## config.mk

```make
export PLATFORM = sky130hd
export DESIGN_NAME = iq_gain_top
export DESIGN_NICKNAME = d
export VERILOG_FILES = /design/src/hdl/iq_gain_pkg.sv /design/src/hdl/iq_gain_top.sv /design/src/hdl/iq_round_sat.sv /design/src/hdl/multadd_lane.sv
export SDC_FILE = /design/constraint.sdc
export NUM_CORES = 2
export LEC_CHECK = 0
export BUFFER_PORTS_ARGS = -buffer_cell sky130_fd_sc_hd__buf_2
export CAP_MARGIN = 20
export CORE_MARGIN = 10
export CORE_UTILIZATION = 40
export CTS_BUF_LIST = sky130_fd_sc_hd__clkbuf_16
export CTS_CLUSTER_SIZE = 12
export DETAILED_ROUTE_END_ITERATION = 10
export SLEW_MARGIN = 20
export SYNTH_ARGS = -nofsm -noshare
export SYNTH_HDL_FRONTEND = slang
export SYNTH_SLANG_ARGS = --single-unit
export TNS_END_PERCENT = 100
```

## constraint.sdc

```tcl
create_clock -name clk -period 7.3 [get_ports clk]
set_input_delay 0.365 -clock clk [delete_from_list [all_inputs] [get_ports clk]]
set_output_delay 0.365 -clock clk [all_outputs]
set_load 0.05 [all_outputs]
```

## src/hdl/iq_gain_pkg.sv

```systemverilog
package iq_gain_pkg;

  // Cycles from an accepted input to a valid sum at the lane output
  localparam int LANE_LAT = 3;

  // Lane latency plus the combiner's output register
  localparam int PIPE_LAT = LANE_LAT + 1;

  // Per-item rounding choice when the sum drops back to sample format
  // ROUND_NEAREST rounds half up
  typedef enum logic {
    ROUND_TRUNC   = 1'b0,
    ROUND_NEAREST = 1'b1
  } round_mode_t;

endpackage : iq_gain_pkg

```

## src/hdl/iq_gain_top.sv

```systemverilog
`timescale 1ns/1ps

module iq_gain_top #(
  parameter int SAMPLE_W = 16,
  parameter int SAMPLE_F = 15,
  parameter int GAIN_W   = 16,
  parameter int GAIN_F   = 14
) (
  input  wire logic                      clk,
  input  wire logic                      rst,
  input  wire logic                      in_valid,
  output logic                           in_ready,
  input  wire logic signed [SAMPLE_W-1:0] in_i,
  input  wire logic signed [SAMPLE_W-1:0] in_q,
  input  wire logic signed [GAIN_W-1:0]   gain,
  input  wire logic signed [SAMPLE_W-1:0] off_i,
  input  wire logic signed [SAMPLE_W-1:0] off_q,
  input  iq_gain_pkg::round_mode_t       round_mode,
  output logic                           out_valid,
  input  wire logic                      out_ready,
  output logic signed [SAMPLE_W-1:0]     out_i,
  output logic signed [SAMPLE_W-1:0]     out_q,
  output logic                           sat_i,
  output logic                           sat_q
);

  logic signed [SAMPLE_W+GAIN_W:0] sum_i;
  logic signed [SAMPLE_W+GAIN_W:0] sum_q;

  // in_ready doubles as the pipeline enable for both lanes
  multadd_lane #(
    .SAMPLE_W(SAMPLE_W),
    .SAMPLE_F(SAMPLE_F),
    .GAIN_W  (GAIN_W),
    .GAIN_F  (GAIN_F)
  ) lane_i (
    .clk    (clk),
    .rst    (rst),
    .advance(in_ready),
    .sample (in_i),
    .gain   (gain),
    .offset (off_i),
    .sum    (sum_i)
  );

  // Same gain word feeds both lanes
  multadd_lane #(
    .SAMPLE_W(SAMPLE_W),
    .SAMPLE_F(SAMPLE_F),
    .GAIN_W  (GAIN_W),
    .GAIN_F  (GAIN_F)
  ) lane_q (
    .clk    (clk),
    .rst    (rst),
    .advance(in_ready),
    .sample (in_q),
    .gain   (gain),
    .offset (off_q),
    .sum    (sum_q)
  );

  iq_round_sat #(
    .SAMPLE_W(SAMPLE_W),
    .SAMPLE_F(SAMPLE_F),
    .GAIN_W  (GAIN_W),
    .GAIN_F  (GAIN_F)
  ) round_sat_i (
    .clk       (clk),
    .rst       (rst),
    .in_valid  (in_valid),
    .round_mode(round_mode),
    .sum_i     (sum_i),
    .sum_q     (sum_q),
    .out_ready (out_ready),
    .advance   (in_ready),
    .out_valid (out_valid),
    .out_i     (out_i),
    .out_q     (out_q),
    .sat_i     (sat_i),
    .sat_q     (sat_q)
  );

endmodule : iq_gain_top

```

## src/hdl/iq_round_sat.sv

```systemverilog
`timescale 1ns/1ps

module iq_round_sat #(
  parameter int SAMPLE_W = 16,
  parameter int SAMPLE_F = 15,
  parameter int GAIN_W   = 16,
  parameter int GAIN_F   = 14
) (
  input  wire logic                            clk,
  input  wire logic                            rst,
  input  wire logic                            in_valid,
  input  iq_gain_pkg::round_mode_t             round_mode,
  input  wire logic signed [SAMPLE_W+GAIN_W:0] sum_i,
  input  wire logic signed [SAMPLE_W+GAIN_W:0] sum_q,
  input  wire logic                            out_ready,
  output logic                                 advance,
  output logic                                 out_valid,
  output logic signed [SAMPLE_W-1:0]           out_i,
  output logic signed [SAMPLE_W-1:0]           out_q,
  output logic                                 sat_i,
  output logic                                 sat_q
);

  localparam int SUM_W = SAMPLE_W + GAIN_W + 1;

  // Bits dropped to return from product fraction to sample fraction
  localparam int SUM_F = SAMPLE_F + GAIN_F;
  localparam int DROP  = SUM_F - SAMPLE_F;

  localparam logic signed [SUM_W-1:0] HALF_LSB = SUM_W'(1) << (DROP - 1);
  localparam logic signed [SUM_W-1:0] MAX_OUT  = SUM_W'(2 ** (SAMPLE_W - 1) - 1);
  localparam logic signed [SUM_W-1:0] MIN_OUT  = -MAX_OUT - 1;

  localparam int LANE_LAT = iq_gain_pkg::LANE_LAT;
  localparam int PIPE_LAT = iq_gain_pkg::PIPE_LAT;

  // Last entry of the valid pipe is the output stage itself
  logic [PIPE_LAT-1:0]      vld_pipe;
  iq_gain_pkg::round_mode_t mode_pipe [LANE_LAT];

  logic [SAMPLE_W:0] res_i;
  logic [SAMPLE_W:0] res_q;

  // Returns {saturated, value} for one lane
  function automatic logic [SAMPLE_W:0] round_sat(
    input logic signed [SUM_W-1:0] s,
    input iq_gain_pkg::round_mode_t mode
  );
    logic signed [SUM_W-1:0] biased;
    logic signed [SUM_W-1:0] shifted;
    biased  = (mode == iq_gain_pkg::ROUND_NEAREST) ? s + HALF_LSB : s;
    shifted = biased >>> DROP;
    if (shifted > MAX_OUT) begin
      return {1'b1, MAX_OUT[SAMPLE_W-1:0]};
    end else if (shifted < MIN_OUT) begin
      return {1'b1, MIN_OUT[SAMPLE_W-1:0]};
    end
    return {1'b0, shifted[SAMPLE_W-1:0]};
  endfunction

  // Whole pipeline moves unless the output holds an unaccepted item
  assign advance   = !out_valid || out_ready;
  assign out_valid = vld_pipe[PIPE_LAT-1];

  always_ff @(posedge clk) begin
    if (rst) begin
      vld_pipe <= '0;
    end else if (advance) begin
      vld_pipe <= {vld_pipe[PIPE_LAT-2:0], in_valid};
    end
  end

  // Mode rides along with its item through the lane stages
  always_ff @(posedge clk) begin
    if (rst) begin
      for (int k = 0; k < LANE_LAT; k++) begin
        mode_pipe[k] <= iq_gain_pkg::ROUND_TRUNC;
      end
    end else if (advance) begin
      mode_pipe[0] <= round_mode;
      for (int k = 1; k < LANE_LAT; k++) begin
        mode_pipe[k] <= mode_pipe[k-1];
      end
    end
  end

  assign res_i = round_sat(sum_i, mode_pipe[LANE_LAT-1]);
  assign res_q = round_sat(sum_q, mode_pipe[LANE_LAT-1]);

  // Output payload, held while stalled
  always_ff @(posedge clk) begin
    if (advance) begin
      out_i <= res_i[SAMPLE_W-1:0];
      out_q <= res_q[SAMPLE_W-1:0];
      sat_i <= res_i[SAMPLE_W];
      sat_q <= res_q[SAMPLE_W];
    end
  end

endmodule : iq_round_sat

```

## src/hdl/multadd_lane.sv

```systemverilog
`timescale 1ns/1ps

module multadd_lane #(
  parameter int SAMPLE_W = 16,
  parameter int SAMPLE_F = 15,
  parameter int GAIN_W   = 16,
  parameter int GAIN_F   = 14
) (
  input  wire logic                                   clk,
  input  wire logic                                   rst,
  input  wire logic                                   advance,
  input  wire logic signed [SAMPLE_W-1:0]             sample,
  input  wire logic signed [GAIN_W-1:0]               gain,
  input  wire logic signed [SAMPLE_W-1:0]             offset,
  output logic signed [SAMPLE_W+GAIN_W:0]             sum
);

  // One extra bit over the product for the addition
  localparam int PROD_W = SAMPLE_W + GAIN_W;
  localparam int SUM_W  = PROD_W + 1;

  // Product carries SAMPLE_F + GAIN_F fraction bits while the offset has SAMPLE_F
  localparam int PROD_F = SAMPLE_F + GAIN_F;
  localparam int ALIGN  = PROD_F - SAMPLE_F;

  // Offset path is one entry per stage before the adder
  localparam int OFF_DEPTH = iq_gain_pkg::LANE_LAT - 1;
  localparam int OFF_LAST  = OFF_DEPTH - 1;

  logic signed [SAMPLE_W-1:0] sample_r;
  logic signed [GAIN_W-1:0]   gain_r;
  logic signed [SUM_W-1:0]    off_pipe [OFF_DEPTH];
  logic signed [PROD_W-1:0]   prod_r;
  logic signed [SUM_W-1:0]    sum_r;

  always_ff @(posedge clk) begin
    if (rst) begin
      sample_r    <= '0;
      gain_r      <= '0;
      off_pipe[0] <= '0;
    end else if (advance) begin
      // Stage 1 captures the operands as accepted
      sample_r    <= sample;
      gain_r      <= gain;
      off_pipe[0] <= offset;
    end
  end

  always_ff @(posedge clk) begin
    if (rst) begin
      prod_r             <= '0;
      off_pipe[OFF_LAST] <= '0;
    end else if (advance) begin
      // Stage 2 full-precision product and binary point alignment
      prod_r             <= sample_r * gain_r;
      off_pipe[OFF_LAST] <= off_pipe[0] <<< ALIGN;
    end
  end

  always_ff @(posedge clk) begin
    if (rst) begin
      sum_r <= '0;
    end else if (advance) begin
      // Stage 3 add, sign extension of the product is implicit
      sum_r <= prod_r + off_pipe[OFF_LAST];
    end
  end

  assign sum = sum_r;

endmodule : multadd_lane

```

== After elaboration in Yosys (flattened, before gate mapping) ==
Memories as Yosys holds them, arrays and structs flattened.
Index checks and enable logic that the tools add are counted.

* Add/sub/neg operators: 4
* $mul: 2
* Div/mod/pow operators: 0
* $lt $le $gt $ge: 4
* Equal/unequal tests: 0
* Shift-type cells: 0
* Mux-type cells: 24
* Bitwise logic cells: 7
* Reduce and logical (&&, ||, !) cells: 2

{| class="wikitable"
|+ Operators with widths
! kind !! number
|-
| $mux W33 || 6
|-
| $mux W17 || 4
|-
| $add A32 B33 Y33 || 2
|-
| $add A33 B15 Y33 const B || 2
|-
| $mul A16 B16 Y32 || 2
|-
| $gt A19 B16 Y1 const B || 2
|-
| $lt A19 B16 Y1 const B || 2
|-
| $mux W16 || 2
|-
| $mux W1 || 12
|-
| $or A1 B1 Y1 || 7
|-
| $logic_not A1 Y1 || 1
|-
| $logic_or A1 B1 Y1 || 1
|}

* Flip-flop bits (word level): 216
* Bits in latches: 0
* Bits in writable memories: 135
* Bits in read-only memories: 0
* Word-level logic and storage cells: 58
* Memories kept: 3

{| class="wikitable"
|+ Memories
! memory !! depth !! width !! rd ports !! clocked after memory_dff !! write ports !! RTL line !! source
|-
| lane_i.off_pipe || 2 || 33 || 2 || 0 || 2 || multadd_lane.sv:32 || <nowiki>logic signed [SUM_W-1:0] off_pipe [OFF_DEPTH];</nowiki>
|-
| lane_q.off_pipe || 2 || 33 || 2 || 0 || 2 || multadd_lane.sv:32 ||
|-
| round_sat_i.mode_pipe || 3 || 1 || 3 || 0 || 3 || iq_round_sat.sv:39 || <nowiki>iq_gain_pkg::round_mode_t mode_pipe [LANE_LAT];</nowiki>
|}

== Logic depth before layout (Yosys ltp) ==
* Depth after elaboration: 6
* Mapped depth: 24
* Depth with buffers taken out: 23

== Hierarchy ==
A second synthesis with hierarchy kept.

* Cells, all modules: 3,368
* Area total of the unflattened synthesis: 32,653.8 µm²

{| class="wikitable"
|+ By module, submodules not included
! module !! instances !! cells an instance !! area each (µm²) !! seq. area each (µm²)
|-
| multadd_lane (lane_q) || 1 || 1,573 || 15,029.4 || 2,902.8
|-
| multadd_lane (lane_i) || 1 || 1,559 || 15,028.2 || 2,902.8
|-
| iq_round_sat || 1 || 236 || 2,596.2 || 1,191.1
|}

== Worst setup path before layout ==
Ideal clock, no wire load.

* Kind: reg2reg
* Start point: register lane_i.sample_r[15]
* End point: register lane_i.prod_r[28]
* Setup time: 0.117 ns
* Arrival time: 6.000 ns
* Required time: 7.183 ns
* Slack: 1.183 ns
* Stages on the path, launching flop included: 24
* Buffers on the path: 1
* Period minus slack after synthesis: 6.117 ns
* Cell sequence: dfxtp_1 clkbuf_1 nand2_1 inv_1 fa_1 inv_1 fa_1 fa_1 inv_1 fa_1 fa_1 inv_1 fa_1 inv_1 ha_1 a21o_1 a21oi_1 o21ai_0 a21oi_1 o221ai_2 a311o_1 and2_4 or3_1 a32o_1

* Word-level cells in the longest chain between the ends: 1

{| class="wikitable"
|+ RTL lines
! element !! RTL line !! source
|-
| start: declaration || multadd_lane.sv:30 || <nowiki>logic signed [SAMPLE_W-1:0] sample_r;</nowiki>
|-
| start signal: assignment || multadd_lane.sv:43 || <nowiki>sample_r <= sample;</nowiki>
|-
| $mul A16 B16 Y32 || multadd_lane.sv:55 || <nowiki>prod_r <= sample_r * gain_r;</nowiki>
|-
| end signal: assignment || multadd_lane.sv:55 ||
|-
| end: declaration || multadd_lane.sv:33 || <nowiki>logic signed [PROD_W-1:0] prod_r;</nowiki>
|}

No other way between the ends.
A chain may end at the register's enable or synchronous reset.

== Worst setup path after layout ==
* Start point: register lane_q.gain_r[2]
* End point: register lane_q.prod_r[30]

* Word-level cells in the longest chain between the ends: 1

{| class="wikitable"
|+ RTL lines
! element !! RTL line !! source
|-
| start: declaration || multadd_lane.sv:31 || <nowiki>logic signed [GAIN_W-1:0] gain_r;</nowiki>
|-
| start signal: assignment || multadd_lane.sv:44 || <nowiki>gain_r <= gain;</nowiki>
|-
| $mul A16 B16 Y32 || multadd_lane.sv:55 ||
|-
| end signal: assignment || multadd_lane.sv:55 ||
|-
| end: declaration || multadd_lane.sv:33 ||
|}

No other way between the ends.

==> PnR_summary.wiki <==
{| class="wikitable"
! Metric !! Value
|-
| Count of standard-cell rows || 98
|-
| Global-route usage over all layers || 0.1720
|-
| Syn Std Cell Area || around 29,000 um2
|-
| Area overhead of the layout relative to synthesis || 9.263%
|-
| Routed Wire Length || 69,630 um
|-
| Filler cell count in the final layout || approximately 7,000
|-
| Max rail drop VDD || about 0.00024 V
|-
| Number of flip-flops and latches in the synthesized netlist || roughly 230
|-
| Number of synthesized flops with an enable pin || 101
|-
| Depth of the worst register-to-register path || 21
|-
| Half-perimeter wire length of the detailed placement result || 55,220 um
|-
| Classification of the worst setup path || reg2reg
|-
| Fraction of final layout cells with drive strength greater than 1 || 0.07455
|-
| Max Clock Skew || roughly 0.021 ns
|-
| Logic depth of the worst setup path including buffers || 21
|-
| Critical path's top delay family || adder cells
|-
| Clock latency of the later-clocked register in the worst-skew pair || ~0.59 ns
|-
| Kind of end point of the critical path || register
|-
| Capturing point of the worst reg2reg path || lane_q.prod_r[30]
|-
| DRC marker count from the first detailed-route iteration || 1,226
|-
| Delay of the slowest cell on the worst path || 0.93 ns
|-
| Overall overflow remaining after global route || 0
|-
| Most repeated library cell on the critical path || sky130_fd_sc_hd__fa_1
|-
| Data arrival time of the worst path || 7.30 ns
|-
| Synthesis warning total || 0
|-
| Number of unique standard cell types used by synthesis || between 60 and 70
|-
| Resize count post-CTS || 0
|-
| Total clock sinks || ~230
|-
| Maximum level of the CTS H-tree || 1
|-
| Die Wd || just under 300 um
|-
| Clock root buffer master || sky130_fd_sc_hd__clkbuf_16
|-
| Initial cell density of the core || 0.4048
|-
| Class of the tightest hold or removal check || in2reg
|-
| Global-route wire length before repair || approximately 120,000 um
|-
| Period utilization || 0.9362
|-
| Min Tclk post-route || a little under 7 ns
|-
| Power per unit of standard cell area || roughly 220 nW/um2
|-
| Hold violation count in the final report || 0
|-
| Overall die height || between 200 and 300 um
|-
| Standard cell area after detailed placement || ~30,000 um2
|-
| Area of all placed cells without fillers || approximately 32,000 um2
|-
| Number of I/O pins || ~120
|-
| Most used flip-flop cell after synthesis || sky130_fd_sc_hd__dfxtp_1
|-
| Net Count, Synth || ~4,000
|-
| Number of antenna violations at the first check in global routing || 1
|-
| Footprint of the flip-flops and latches || 5635 um2
|-
| Pin count of the biggest net entering global routing || slightly below 90
|-
| Die Footprint || 83,630 um2
|-
| Start of the worst register-to-register path || lane_q.gain_r[2]
|-
| GP Congestion || about 0.84
|-
| Max clock buf depth || 3
|-
| Placeable Area || roughly 72,000 um2
|-
| Run status || completed
|-
| Vias in the first global route || 21,800
|-
| Worst max-slew margin expressed relative to the limit || 0.2878
|-
| Multi-input combinational cell area || approximately 21,000 um2
|-
| Total number of vias || between 20,000 and 25,000
|-
| Startpoint type of the worst setup path || register
|-
| Final setup fails || 0
|-
| Cells along the critical path || buf_4 -> nand2_1 -> fa_1 -> fa_1 -> fa_1 -> inv_1 -> ha_1 -> fa_1 -> inv_1 -> fa_1 -> inv_1 -> ha_1 -> a211oi_1 -> o221ai_1 -> a21oi_1 -> a21oi_1 -> o21ai_0 -> nand3_1 -> a31oi_1 -> nor3_1 -> a221o_1
|-
| Sequential share of the synthesized area || 0.1944
|-
| Max stage delay cell, worst path || sky130_fd_sc_hd__dfxtp_1
|-
| Remaining design rule violation count || 0
|-
| Per-instance average area after synthesis || 9.347 um2
|-
| Setup Slack @ Placement || a little over 0.5 ns
|-
| Number of max-capacitance violations reported || 0
|-
| Average detailed-routed wire length per instance || 16.75 um
|-
| Clock slew at the register clock pins of the worst setup and hold paths || ~0.060 ns
|-
| Unrepaired setup endpoints after global routing || false
|-
| Worst setup startpoint || lane_q.gain_r[2]
|-
| Final setup margin || about 0.47 ns
|-
| Buffers added on ports || 120
|-
| Transition at the pin with the smallest max-transition slack || 1.068 ns
|-
| Required time at the worst-slack endpoint || between 7 and 8 ns
|-
| Final TNS setup || 0 ns
|-
| Total leakage power || approximately 15 nW
|-
| Max Freq || approximately 150 MHz
|-
| Largest fanout on the critical path || 19
|-
| Number of nets with antenna violations after detailed routing || 0
|-
| Final net count || 3,992
|-
| Synthesized instance count || 3,101
|-
| Critical Path Sink || lane_q.prod_r[30]
|-
| CP Buf/Inv Count || 4
|-
| Clock tree from TritonCTS || yes
|-
| Register-to-register setup slack || 0.47 ns
|-
| Share of async-settable or async-resettable flops after synthesis || 0
|-
| Number of buffers added by the clock tree synthesis step || 26
|-
| Pins over their slew limit || 0
|-
| Mean number of vias per cell || about 5
|-
| Detailed-routing iteration count for the pre-antenna-repair pass || 5
|}
[cell usage in the layout (no fill, tap or decap), types with 22 or more instances in the layout]
master                      instances
sky130_fd_sc_hd__o21ai_0           91
sky130_fd_sc_hd__nand2_1          465
sky130_fd_sc_hd__and2_1           322
sky130_fd_sc_hd__ha_1             196
sky130_fd_sc_hd__xor2_1            42
sky130_fd_sc_hd__buf_2            119
sky130_fd_sc_hd__xnor2_1           57
sky130_fd_sc_hd__edfxtp_1         101
sky130_fd_sc_hd__nand3_1           25
sky130_fd_sc_hd__buf_4             72
sky130_fd_sc_hd__fa_1             524
sky130_fd_sc_hd__a21oi_1          132
sky130_fd_sc_hd__clkbuf_16         26
sky130_fd_sc_hd__nor2_1            75
sky130_fd_sc_hd__inv_1            605
sky130_fd_sc_hd__nor3_1            22
sky130_fd_sc_hd__dfxtp_1          130
[metal layers]
layer  track usage  wire length (um)  vias to the layer above
met5             0                 8                        -
met4       0.03899              1685                        2
met3       0.02805              3820                       83
met2        0.2821             32720                      414
met1        0.2360             31390                    10430
li1              -                 -                     9647
[worst reg2reg max path, stage by stage (launching register included)]
cell and delay [ns]:
sky130_fd_sc_hd__dfxtp_1 0.93, sky130_fd_sc_hd__buf_4 0.29, sky130_fd_sc_hd__nand2_1 0.09, sky130_fd_sc_hd__fa_1 0.52, sky130_fd_sc_hd__fa_1 0.47, sky130_fd_sc_hd__fa_1 0.54, sky130_fd_sc_hd__inv_1 0.04, sky130_fd_sc_hd__ha_1 0.28
sky130_fd_sc_hd__fa_1 0.48, sky130_fd_sc_hd__inv_1 0.05, sky130_fd_sc_hd__fa_1 0.47, sky130_fd_sc_hd__inv_1 0.04, sky130_fd_sc_hd__ha_1 0.28, sky130_fd_sc_hd__a211oi_1 0.24, sky130_fd_sc_hd__o221ai_1 0.15, sky130_fd_sc_hd__a21oi_1 0.34
sky130_fd_sc_hd__a21oi_1 0.25, sky130_fd_sc_hd__o21ai_0 0.40, sky130_fd_sc_hd__nand3_1 0.22, sky130_fd_sc_hd__a31oi_1 0.29, sky130_fd_sc_hd__nor3_1 0.08, sky130_fd_sc_hd__a221o_1 0.27
[how the worst min path moves through the flow]
stage                            startpoint                 end  slack, ns  depth (start not counted)
after floorplan           lane_i.prod_r[16]   lane_i.prod_r[16]       0.43                          2
after global placement    lane_i.prod_r[13]   lane_i.prod_r[13]       0.44                          2
after detailed placement  lane_i.prod_r[13]   lane_i.prod_r[13]       0.45                          2
after CTS                           in_q[5]  lane_q.sample_r[5]      0.003                          3
after global routing                in_q[5]  lane_q.sample_r[5]       0.03                          3
final                               in_q[5]  lane_q.sample_r[5]       0.03                          3
[synthesized netlist by cell type, types with 8 or more instances]
library cell | count | area [um2]
sky130_fd_sc_hd__or3_1 | 9 | 56.30
sky130_fd_sc_hd__dfxtp_1 | 130 | 2603
sky130_fd_sc_hd__a21o_1 | 14 | 105.1
sky130_fd_sc_hd__nor2_1 | 77 | 289.0
sky130_fd_sc_hd__nand2_1 | 465 | 1745
sky130_fd_sc_hd__and2_1 | 322 | 2014
sky130_fd_sc_hd__o21ai_0 | 91 | 455.4
sky130_fd_sc_hd__a211oi_1 | 9 | 67.56
sky130_fd_sc_hd__xor2_1 | 42 | 367.9
sky130_fd_sc_hd__xnor2_1 | 57 | 499.2
sky130_fd_sc_hd__nor2b_1 | 12 | 75.07
sky130_fd_sc_hd__edfxtp_1 | 101 | 3033
sky130_fd_sc_hd__and3_1 | 12 | 75.07
sky130_fd_sc_hd__nand2b_1 | 16 | 100.1
sky130_fd_sc_hd__a31oi_1 | 8 | 50.05
sky130_fd_sc_hd__fa_1 | 524 | 10490
sky130_fd_sc_hd__nand3_1 | 25 | 125.1
sky130_fd_sc_hd__nand4_1 | 16 | 100.1
sky130_fd_sc_hd__a21oi_1 | 132 | 660.6
sky130_fd_sc_hd__inv_1 | 597 | 2241
sky130_fd_sc_hd__nor3_1 | 22 | 110.1
sky130_fd_sc_hd__clkbuf_1 | 130 | 488.0
sky130_fd_sc_hd__ha_1 | 196 | 2452
[report_power, final]
group	switching (mW)	internal [mW]	total, mW
clock network	0.568	0.719	1.29
registers	0.249	1.68	1.93
logic	2.35	1.55	3.91
total	3.17	3.95	7.12
[stage by stage]
| step | power, mW | hold WS [ns] | std cells | utilization |
|---|---|---|---|---|
| global route | 7.804 | 0.02820 | 4156 | 0.4422 |
| CTS | 7.213 | 0.002601 | 4156 | 0.4422 |
| global placement | 5.835 | 0.4412 | 4107 | 0.4304 |
| finish | 7.119 | 0.02725 | 4158 | 0.4423 |
| detailed placement | 5.859 | 0.4502 | 4107 | 0.4304 |
| floorplan | 4.804 | 0.4315 | 3101 | - |
[cell families after synthesis]
logic type | after synthesis | synth area share
xor gates and xnor gates | 99 | 0.02991
buffers and inverters | 732 | 0.09483
adders and majority gates | 720 | 0.4465
muxes | 2 | 0.0006907
and+or+nand+nor | 995 | 0.1670
DFF | 231 | 0.1944
AOI/OAI and AO/OA | 322 | 0.06669
[area by class of cell]
cell class              instances  area share
diodes                          2   0.0001580
clock buffers                  26     0.02054
clock inverters                21    0.005452
inverters                     597     0.07083
multi-input cells            2138      0.6511
flip-flops and latches        231      0.1779
well taps                     950     0.03753
repair buffers                193     0.03650
[registers in the layout (all words and copies together) (netlist names), 3 cells and up]
name and count:
round_sat_i.vld_pipe 4, lane_i.sum 20, lane_i.prod_r 19, lane_i.sample_r 16
lane_q.off_pipe 32, round_sat_i.out_i 16, lane_q.prod_r 19, lane_i.off_pipe 32
round_sat_i.out_q 16, round_sat_i.mode_pipe 3, lane_q.sample_r 16, lane_q.sum 20
lane_q.gain_r 16
[repair_timing]
item	in CTS	in global routing
hold endpoints to repair	2	0
setup buffers	0	0
hold buffers	2	0
Power figures use the tool's default switching activity.
